## config.mk

```make
export PLATFORM = sky130hd
export DESIGN_NAME = wciSubsystem
export DESIGN_NICKNAME = d
export VERILOG_FILES = /design/src/wciPkg.sv /design/src/wciInitiator.sv /design/src/wciTarget.sv /design/src/wciMonitor.sv /design/src/wciSubsystem.sv
export VERILOG_INCLUDE_DIRS = /design/src
export SDC_FILE = /design/constraint.sdc
export NUM_CORES = 1
export LEC_CHECK = 0
export BUFFER_PORTS_ARGS = -buffer_cell sky130_fd_sc_hd__buf_2
export CORE_MARGIN = 4
export CORE_UTILIZATION = 35
export CTS_BUF_LIST = sky130_fd_sc_hd__clkbuf_8 sky130_fd_sc_hd__clkbuf_16
export CTS_CLUSTER_DIAMETER = 100
export DETAILED_ROUTE_END_ITERATION = 12
export PLACE_DENSITY_LB_ADDON = 0.05
export SLEW_MARGIN = 20
export SYNTH_ARGS = -nofsm -noshare
export SYNTH_HDL_FRONTEND = slang
export SYNTH_HIERARCHICAL = 1
export SYNTH_SLANG_ARGS = --single-unit
```

## constraint.sdc

```tcl
create_clock -name CLK -period 2.9 [get_ports CLK]
set_clock_uncertainty 0.1 [all_clocks]
set_input_delay 0 -clock CLK [delete_from_list [all_inputs] [get_ports CLK]]
set_output_delay 0 -clock CLK [all_outputs]
set_load 0.005 [all_outputs]
```

## src/wci_params.svh

```systemverilog
/*
  WCI link parameters
  Widths, request FIFO depth, property count and control-op latency
*/
`ifndef WCI_PARAMS_SVH
`define WCI_PARAMS_SVH

// OCP signal widths
`define WCI_ADDR_W 20
`define WCI_DATA_W 32
`define WCI_BE_W 4

`define WCI_REQ_DEPTH 2   // Request FIFO entries, also host starting credits
`define WCI_NUM_PROPS 16  // Configuration property words
`define WCI_CTL_LAT 4     // Cycles from control command to response
`define WCI_CNT_W 16      // Monitor counter width

`endif

```

## src/wciPkg.sv

```systemverilog
/*
  WCI link types
  OCP command and response codes, worker life-cycle states, control ops
*/
package wciPkg;

  // OCP MCmd encoding
  typedef enum logic [2:0] {
    CMD_IDLE = 3'd0,
    CMD_WR   = 3'd1,
    CMD_RD   = 3'd2
  } ocpCmdT;

  // OCP SResp encoding
  typedef enum logic [1:0] {
    RESP_NULL = 2'd0,
    RESP_DVA  = 2'd1,  // Data valid / accepted
    RESP_FAIL = 2'd2,
    RESP_ERR  = 2'd3
  } ocpRespT;

  // Worker life-cycle states
  typedef enum logic [2:0] {
    ST_EXISTS      = 3'd0,
    ST_INITIALIZED = 3'd1,
    ST_OPERATING   = 3'd2,
    ST_SUSPENDED   = 3'd3,
    ST_UNUSABLE    = 3'd4
  } wciStateT;

  // Control op, from MAddr[4:2] of a control-space read
  typedef enum logic [2:0] {
    OP_INIT    = 3'd0,
    OP_START   = 3'd1,
    OP_STOP    = 3'd2,
    OP_RELEASE = 3'd3
  } wciCtlOpT;

endpackage

```

## src/wciInitiator.sv

```systemverilog
/*
  WCI initiator
  Queues host requests with credit return, issues one OCP command at a time,
  returns responses in order and generates the link reset
*/
`timescale 1ns/1ps
`include "wci_params.svh"

module wciInitiator (
  input  logic                   CLK,
  input  logic                   arstN,
  input  logic                   reqValid,
  input  logic                   reqWrite,
  input  logic                   reqSpace,     // 0 control, 1 configuration
  input  logic [`WCI_ADDR_W-1:0] reqAddr,
  input  logic [`WCI_BE_W-1:0]   reqByteEn,
  input  logic [`WCI_DATA_W-1:0] reqData,
  output logic                   reqCredit,
  output logic                   respValid,
  output wciPkg::ocpRespT        respCode,
  output logic [`WCI_DATA_W-1:0] respData,
  output logic                   MResetN,
  output wciPkg::ocpCmdT         MCmd,
  output logic                   MAddrSpace,
  output logic [`WCI_ADDR_W-1:0] MAddr,
  output logic [`WCI_BE_W-1:0]   MByteEn,
  output logic [`WCI_DATA_W-1:0] MData,
  input  wciPkg::ocpRespT        SResp,
  input  logic [`WCI_DATA_W-1:0] SData,
  input  logic                   SThreadBusy
);
  localparam int PTR_W = $clog2(`WCI_REQ_DEPTH);
  localparam int FILL_W = $clog2(`WCI_REQ_DEPTH + 1);

  logic [1:0]             rstSync;      // Link reset stretcher
  logic [PTR_W-1:0]       wrPtr;
  logic [PTR_W-1:0]       rdPtr;
  logic [FILL_W-1:0]      fillCnt;
  logic                   outstanding;  // Command issued, SResp pending
  logic                   issue;
  logic                   fifoWrite [`WCI_REQ_DEPTH];
  logic                   fifoSpace [`WCI_REQ_DEPTH];
  logic [`WCI_ADDR_W-1:0] fifoAddr [`WCI_REQ_DEPTH];
  logic [`WCI_BE_W-1:0]   fifoBe [`WCI_REQ_DEPTH];
  logic [`WCI_DATA_W-1:0] fifoData [`WCI_REQ_DEPTH];

  // MResetN follows arstN low, releases 2 cycles later
  always_ff @(posedge CLK or negedge arstN) begin
    if (!arstN) rstSync <= '0;
    else        rstSync <= {rstSync[0], 1'b1};
  end
  assign MResetN = rstSync[1];

  // Head goes out when link is up, free and target not busy
  assign issue = (fillCnt != '0) && !outstanding && !SThreadBusy && MResetN;

  always_ff @(posedge CLK or negedge arstN) begin
    if (!arstN) begin
      wrPtr       <= '0;
      rdPtr       <= '0;
      fillCnt     <= '0;
      outstanding <= 1'b0;
      reqCredit   <= 1'b0;
      respValid   <= 1'b0;
      MCmd        <= wciPkg::CMD_IDLE;
    end else begin
      if (reqValid)
        wrPtr <= (wrPtr == PTR_W'(`WCI_REQ_DEPTH - 1)) ? '0 : wrPtr + 1'b1;
      if (issue)
        rdPtr <= (rdPtr == PTR_W'(`WCI_REQ_DEPTH - 1)) ? '0 : rdPtr + 1'b1;
      fillCnt   <= fillCnt + FILL_W'(reqValid) - FILL_W'(issue);
      reqCredit <= issue;  // One credit back per dequeue
      MCmd      <= issue ? (fifoWrite[rdPtr] ? wciPkg::CMD_WR : wciPkg::CMD_RD)
                         : wciPkg::CMD_IDLE;
      if (issue)                               outstanding <= 1'b1;
      else if (SResp != wciPkg::RESP_NULL)     outstanding <= 1'b0;
      respValid <= (SResp != wciPkg::RESP_NULL);  // Registered response pulse
    end
  end

  // FIFO storage, command payload and response payload
  always_ff @(posedge CLK) begin
    if (reqValid) begin
      fifoWrite[wrPtr] <= reqWrite;
      fifoSpace[wrPtr] <= reqSpace;
      fifoAddr[wrPtr]  <= reqAddr;
      fifoBe[wrPtr]    <= reqByteEn;
      fifoData[wrPtr]  <= reqData;
    end
    if (issue) begin
      MAddrSpace <= fifoSpace[rdPtr];
      MAddr      <= fifoAddr[rdPtr];
      MByteEn    <= fifoBe[rdPtr];
      MData      <= fifoData[rdPtr];
    end
    respCode <= SResp;
    respData <= SData;
  end

  // Host must hold a credit for every request
  assert property (@(posedge CLK) disable iff (!arstN)
    reqValid |-> (fillCnt < FILL_W'(`WCI_REQ_DEPTH)))
    else $error("Request enqueued into a full FIFO");

  // Target answers only issued commands
  assert property (@(posedge CLK) disable iff (!MResetN)
    (SResp != wciPkg::RESP_NULL) |-> outstanding)
    else $error("SResp with no command outstanding");

endmodule

```

## src/wciTarget.sv

```systemverilog
/*
  WCI worker target
  Control space runs the life-cycle FSM with a busy period,
  configuration space is a byte-enabled property register file
*/
`timescale 1ns/1ps
`include "wci_params.svh"

module wciTarget (
  input  logic                   CLK,
  input  logic                   MResetN,
  input  wciPkg::ocpCmdT         MCmd,
  input  logic                   MAddrSpace,  // 0 control, 1 configuration
  input  logic [`WCI_ADDR_W-1:0] MAddr,
  input  logic [`WCI_BE_W-1:0]   MByteEn,
  input  logic [`WCI_DATA_W-1:0] MData,
  output wciPkg::ocpRespT        SResp,
  output logic [`WCI_DATA_W-1:0] SData,
  output logic                   SThreadBusy
);
  localparam int BUSY_W = $clog2(`WCI_CTL_LAT + 1);
  localparam int IDX_W = $clog2(`WCI_NUM_PROPS);

  logic [`WCI_DATA_W-1:0] props [`WCI_NUM_PROPS];  // Property words
  wciPkg::wciStateT       state;
  wciPkg::wciStateT       nextState;
  wciPkg::wciCtlOpT       ctlOp;     // Op latched for the busy period
  logic [BUSY_W-1:0]      busyCnt;
  logic                   ctlLegal;
  logic                   cmdValid;
  logic                   ctlStart;
  logic                   cfgHit;
  logic                   cfgWrOk;
  logic                   ctlDone;
  logic [IDX_W-1:0]       propIdx;

  assign cmdValid = (MCmd != wciPkg::CMD_IDLE);
  assign propIdx  = MAddr[IDX_W+1:2];
  assign cfgHit   = MAddr[`WCI_ADDR_W-1:2] < (`WCI_ADDR_W - 2)'(`WCI_NUM_PROPS);
  assign cfgWrOk  = (state == wciPkg::ST_INITIALIZED) || (state == wciPkg::ST_OPERATING) ||
                    (state == wciPkg::ST_SUSPENDED);
  // Control read with op 0..3 starts a slow op; 4..7 is an error
  assign ctlStart = (MCmd == wciPkg::CMD_RD) && !MAddrSpace && !MAddr[4];
  assign ctlDone  = (busyCnt == BUSY_W'(1));

  // Life-cycle transition rules
  always_comb begin
    nextState = state;
    ctlLegal  = 1'b0;
    case (ctlOp)
      wciPkg::OP_INIT: if (state == wciPkg::ST_EXISTS) begin
        nextState = wciPkg::ST_INITIALIZED;
        ctlLegal  = 1'b1;
      end
      wciPkg::OP_START:
        if (state == wciPkg::ST_INITIALIZED || state == wciPkg::ST_SUSPENDED) begin
          nextState = wciPkg::ST_OPERATING;
          ctlLegal  = 1'b1;
        end
      wciPkg::OP_STOP: if (state == wciPkg::ST_OPERATING) begin
        nextState = wciPkg::ST_SUSPENDED;
        ctlLegal  = 1'b1;
      end
      wciPkg::OP_RELEASE: if (state != wciPkg::ST_UNUSABLE) begin
        nextState = wciPkg::ST_UNUSABLE;
        ctlLegal  = 1'b1;
      end
      default: ;
    endcase
  end

  always_ff @(posedge CLK or negedge MResetN) begin
    if (!MResetN) begin
      state       <= wciPkg::ST_EXISTS;
      SResp       <= wciPkg::RESP_NULL;
      SThreadBusy <= 1'b0;
      busyCnt     <= '0;
    end else begin
      SResp <= wciPkg::RESP_NULL;  // Single-cycle response
      if (busyCnt != '0) begin
        busyCnt <= busyCnt - 1'b1;
        if (ctlDone) begin         // Control op completes
          SThreadBusy <= 1'b0;
          SResp       <= ctlLegal ? wciPkg::RESP_DVA : wciPkg::RESP_FAIL;
          if (ctlLegal) state <= nextState;
        end
      end else if (ctlStart) begin
        busyCnt     <= BUSY_W'(`WCI_CTL_LAT - 1);
        SThreadBusy <= 1'b1;
      end else if (cmdValid) begin
        if (!MAddrSpace || !cfgHit)                      SResp <= wciPkg::RESP_ERR;
        else if ((MCmd == wciPkg::CMD_WR) && !cfgWrOk)   SResp <= wciPkg::RESP_FAIL;
        else                                             SResp <= wciPkg::RESP_DVA;
      end
    end
  end

  // Register file, response data and latched op
  always_ff @(posedge CLK) begin
    if (ctlStart) ctlOp <= wciPkg::wciCtlOpT'(MAddr[4:2]);
    if (ctlDone)
      SData <= (`WCI_DATA_W)'(nextState);  // Resulting state, unchanged on FAIL
    else if (cmdValid && MAddrSpace && cfgHit && (MCmd == wciPkg::CMD_RD))
      SData <= props[propIdx];
    else if (cmdValid)
      SData <= '0;
    if (cmdValid && MAddrSpace && cfgHit && (MCmd == wciPkg::CMD_WR) && cfgWrOk) begin
      for (int i = 0; i < `WCI_BE_W; i++) begin
        if (MByteEn[i]) props[propIdx][8*i +: 8] <= MData[8*i +: 8];  // Byte merge
      end
    end
  end

  // Initiator must hold off while a control op runs
  assert property (@(posedge CLK) disable iff (!MResetN)
    SThreadBusy |-> (MCmd == wciPkg::CMD_IDLE))
    else $error("Command issued while SThreadBusy");

endmodule

```

## src/wciMonitor.sv

```systemverilog
/*
  WCI link monitor
  Passively tracks the outstanding command, counts completions
  and raises a sticky flag on OCP protocol violations
*/
`timescale 1ns/1ps
`include "wci_params.svh"

module wciMonitor (
  input  logic                  CLK,
  input  logic                  MResetN,
  input  wciPkg::ocpCmdT        MCmd,
  input  logic                  MAddrSpace,
  input  wciPkg::ocpRespT       SResp,
  input  logic                  SThreadBusy,
  output logic [`WCI_CNT_W-1:0] wrCount,
  output logic [`WCI_CNT_W-1:0] rdCount,
  output logic [`WCI_CNT_W-1:0] failCount,
  output logic [`WCI_CNT_W-1:0] errCount,
  output logic                  protocolErr
);
  logic outstanding;  // Own view of the pending command
  logic outWrite;
  logic outCtl;       // Pending command targets control space
  logic cmdPrev;
  logic cmdValid;
  logic respSeen;
  logic violation;

  assign cmdValid = (MCmd != wciPkg::CMD_IDLE);
  assign respSeen = (SResp != wciPkg::RESP_NULL);

  always_comb begin
    violation = 1'b0;
    if (cmdValid && (SThreadBusy || outstanding)) violation = 1'b1;  // Issued into busy link
    if (respSeen && !outstanding)                  violation = 1'b1;  // Orphan response
    if (cmdValid && cmdPrev)                       violation = 1'b1;  // MCmd held 2 cycles
    // Busy only belongs to a pending control op
    if (SThreadBusy && !(outstanding && outCtl))   violation = 1'b1;
  end

  always_ff @(posedge CLK or negedge MResetN) begin
    if (!MResetN) begin
      outstanding <= 1'b0;
      outWrite    <= 1'b0;
      outCtl      <= 1'b0;
      cmdPrev     <= 1'b0;
      wrCount     <= '0;
      rdCount     <= '0;
      failCount   <= '0;
      errCount    <= '0;
      protocolErr <= 1'b0;
    end else begin
      cmdPrev <= cmdValid;
      if (cmdValid) begin
        outstanding <= 1'b1;
        outWrite    <= (MCmd == wciPkg::CMD_WR);
        outCtl      <= !MAddrSpace;
      end else if (respSeen) begin
        outstanding <= 1'b0;
      end
      if (respSeen && outstanding) begin  // Completion of the pending command
        if (outWrite) wrCount <= wrCount + 1'b1;
        else          rdCount <= rdCount + 1'b1;
        if (SResp == wciPkg::RESP_FAIL) failCount <= failCount + 1'b1;
        if (SResp == wciPkg::RESP_ERR)  errCount  <= errCount + 1'b1;
      end
      if (violation) protocolErr <= 1'b1;  // Sticky until link reset
    end
  end

endmodule

```

## src/wciSubsystem.sv

```systemverilog
/*
  WCI subsystem top level
  Initiator, worker target and monitor on one internal OCP link
*/
`timescale 1ns/1ps
`include "wci_params.svh"

module wciSubsystem (
  input  logic                   CLK,
  input  logic                   arstN,
  input  logic                   reqValid,
  input  logic                   reqWrite,
  input  logic                   reqSpace,
  input  logic [`WCI_ADDR_W-1:0] reqAddr,
  input  logic [`WCI_BE_W-1:0]   reqByteEn,
  input  logic [`WCI_DATA_W-1:0] reqData,
  output logic                   reqCredit,
  output logic                   respValid,
  output wciPkg::ocpRespT        respCode,
  output logic [`WCI_DATA_W-1:0] respData,
  output logic [`WCI_CNT_W-1:0]  wrCount,
  output logic [`WCI_CNT_W-1:0]  rdCount,
  output logic [`WCI_CNT_W-1:0]  failCount,
  output logic [`WCI_CNT_W-1:0]  errCount,
  output logic                   protocolErr
);
  // OCP link, shared by all three blocks
  logic                   MResetN;
  wciPkg::ocpCmdT         MCmd;
  logic                   MAddrSpace;
  logic [`WCI_ADDR_W-1:0] MAddr;
  logic [`WCI_BE_W-1:0]   MByteEn;
  logic [`WCI_DATA_W-1:0] MData;
  wciPkg::ocpRespT        SResp;
  logic [`WCI_DATA_W-1:0] SData;
  logic                   SThreadBusy;

  wciInitiator initiator (  // Host side, drives the link and its reset
    .CLK, .arstN, .reqValid, .reqWrite, .reqSpace, .reqAddr, .reqByteEn, .reqData,
    .reqCredit, .respValid, .respCode, .respData,
    .MResetN, .MCmd, .MAddrSpace, .MAddr, .MByteEn, .MData,
    .SResp, .SData, .SThreadBusy
  );

  wciTarget target (  // Worker under control
    .CLK, .MResetN, .MCmd, .MAddrSpace, .MAddr, .MByteEn, .MData,
    .SResp, .SData, .SThreadBusy
  );

  wciMonitor monitor (  // Observer only
    .CLK, .MResetN, .MCmd, .MAddrSpace, .SResp, .SThreadBusy,
    .wrCount, .rdCount, .failCount, .errCount, .protocolErr
  );

endmodule

```

==> out/qor.yml <==
status: "finished, final reports clean"
initial_core_util_pct: 35.5
grt_start_max_net_pins: 66
crit_path_arrival_time_ns: 2.70
cts_made_buffers: 94
timing.hold.worst_path_depth: 2
kind_of_critical_path: "reg2reg"
setup.worst_path.start_class: "register"
tritoncts: "yes"
worst_slew_margin_rel_pct: 38.0
grt_util_all_layers_pct: 15.9
dp_hpwl_mm: 45.9
rr_endpoint: "target/props[1][25]"
grt_setup_unrepaired: "no"
finalWirelength_mm: 74.4
seqCellArea_sq_um: 24100
placement.setup.worst_slack_ns: 0.235
finalSetupViolations: 0
placement.io_buffers: 159
finalWorstSetupSlack_ns: 0.356
multiInputGateArea_sq_um: 7170
gr-total-overflow: 0
die_area_sq_um: 95300
crit_start: "initiator/MAddr[19]"
grt_antenna_before_repair: 1
ys_warn_count: 6
route.detailed.vias_per_inst: 4.91
fill_cells: 7901
via_count_of_the_first_global_routing_pass: 17400
clkSlewWorstSetupHoldPaths_ns: 0.06
post-route-drc-count: 0
peakVddDrop_uv: 469
slew_violations: 0
clockBufferDepth: 3
clock_tree.htree_level_count: 3
finalWeightedCongestion: 0.749
antenna_violating_nets_post_route: 0
powerDensity_nw_per_um2: 812
cts-root-buf: "sky130_fd_sc_hd__clkbuf_16"
postCtsResizedCells: 0
ports: 162
postSynthNetCount: 1722
die_span_x_um: 309
post_cts_hold_buffer_count: 106
worstHoldPathType: "in2reg"
clock.fmax_mhz: 393
timing.critical_path.required_ns: 3.05
post_synthesis_cells: 1652
first_pass_grt_wire_length_mm: 112
final-instance-count-excl-fill: 3289
hold_violations: 0
final_routed_wire_length_divided_by_cell_count_um: 22.6
area.growth.synth_to_final_pct: 21.9
cap_viol_max_count: 0
timing.reg2reg.setup_slack_ns: 0.36
cell_total_after_placement: 3011
timing.critical_path.to: "target/props[1][25]"
list_of_cells_traversed_by_the_critical_path: "nor4_1 -> buf_4 -> and3_1 -> nand3_1 -> nor2_1"
syn-cell-area_sq_um: 31600
drive_gt1_share_pct: 32.3
clock_latency_ns: 0.63
first_pass_iters: 5
floorplan_die_height_um: 309
post_cts_buffers: 0
critical_path.endpoint_type: "register"
total_power_mw: 31.3
crit_slowest_cell: "sky130_fd_sc_hd__nor2_1"
worst_r2r_path_depth: 5
avgSynthCellArea_sq_um: 19.1
reg2reg_from: "initiator/MAddr[19]"
routed-via-count: 16100
period_needed_ns: 2.54
area_of_the_placeable_core_sq_um: 89100
detail_route.iter0.violations: 1031
finish.utilization_pct: 43.3
critical_path.max_fanout: 8
slew_at_the_pin_closest_to_its_max_slew_limit_ns: 0.930
fin_nets: 2118
hold_slack_ns: 0.0461
layout_worst_path_cycle_share_pct: 87.7
slowest_delay_ns: 0.66
power_leakage_nw: 13.6
numClockSinks: 837
placementRows: 109
antennaDiodeCount: 0
[placed cells by master, fill, tap and decap left out, types with 5 or more instances in the layout]
master                          count
sky130_fd_sc_hd__edfxtp_1         685
sky130_fd_sc_hd__buf_2            159
sky130_fd_sc_hd__mux4_2           128
sky130_fd_sc_hd__nand3_1          122
sky130_fd_sc_hd__mux2_2           113
sky130_fd_sc_hd__dlygate4sd3_1    106
sky130_fd_sc_hd__clkbuf_16         95
sky130_fd_sc_hd__buf_4             91
sky130_fd_sc_hd__nor2_1            90
sky130_fd_sc_hd__dfrtp_1           87
sky130_fd_sc_hd__nand2_1           70
sky130_fd_sc_hd__dfxtp_1           63
sky130_fd_sc_hd__xnor2_1           44
sky130_fd_sc_hd__inv_1             37
sky130_fd_sc_hd__clkinv_2          25
sky130_fd_sc_hd__xor2_1            20
sky130_fd_sc_hd__buf_12            15
sky130_fd_sc_hd__nand4_1           13
sky130_fd_sc_hd__clkinv_1          10
sky130_fd_sc_hd__clkbuf_8          10
sky130_fd_sc_hd__mux2_4            10
sky130_fd_sc_hd__and3_1             9
sky130_fd_sc_hd__nor3_1             9
sky130_fd_sc_hd__ha_1               8
sky130_fd_sc_hd__o21ai_0            7
sky130_fd_sc_hd__nor3_2             7
sky130_fd_sc_hd__a21oi_1            7
sky130_fd_sc_hd__and4_1             6
sky130_fd_sc_hd__nor2b_1            6
sky130_fd_sc_hd__bufinv_16          5
[through the flow]
| stage | TNS [ns] | cell area, sq um |
|---|---|---|
| final | 0 | 38600 |
| after global routing | 0 | 38600 |
| after CTS | 0 | 38600 |
| after detailed placement | 0 | 34500 |
| after global placement | 0 | 34500 |
| after floorplan | -0.470 | 31700 |
[critical path: cells and delay by family (launching register included)]
family / cells / cell delay [ns]
flip-flops: 1 / 0.35
AND/OR/NAND/NOR: 4 / 1.52
buffers and inverters: 1 / 0.19
[worst min-delay path by stage]
stage,start,endpoint
4_1_cts,reqData[23],initiator/fifoData[1][23]
2_1_floorplan,arstN,initiator/MCmd[0]
3_3_place_gp,arstN,initiator/respValid
5_1_grt,reqData[22],initiator/fifoData[1][22]
6_report,reqData[23],initiator/fifoData[1][23]
3_5_place_dp,arstN,initiator/respValid
[layout make-up]
class	count	share of cell area, %
repair buffers	371	7.37
flip-flops and latches	837	62.4
well taps	1165	3.78
clock inverters	67	1.14
clock buffers	105	6.52
multi-input cells	727	18.6
inverters	17	0.175
[sequential cells by signal, indices dropped and copies added (netlist names), 8 cells and up]
name / flops
initiator/fifoAddr: 36
initiator/MData: 32
initiator/MAddr: 18
target/props: 512
monitor/errCount: 16
monitor/wrCount: 16
monitor/rdCount: 16
initiator/fifoData: 64
target/SData: 32
initiator/respData: 32
initiator/fifoBe: 8
monitor/failCount: 16
[routing by layer]
metal / vias up / track usage, % / share of wire (%)
li1: 7274 / - / -
met1: 8416 / 21.5 / 44
met2: 333 / 26.8 / 50
met3: 122 / 2.64 / 3.8
met4: 0 / 4.16 / 2.3
met5: - / 0 / 0
[report_power, final]
| group | total, mW | internal [mW] | switching [mW] |
|---|---|---|---|
| Sequential | 15.6 | 14.5 | 1.08 |
| Clock | 11.3 | 6.63 | 4.66 |
| Combinational | 4.46 | 2.19 | 2.26 |
| Total | 31.3 | 23.3 | 8.00 |
Power figures use the tool's default switching activity.
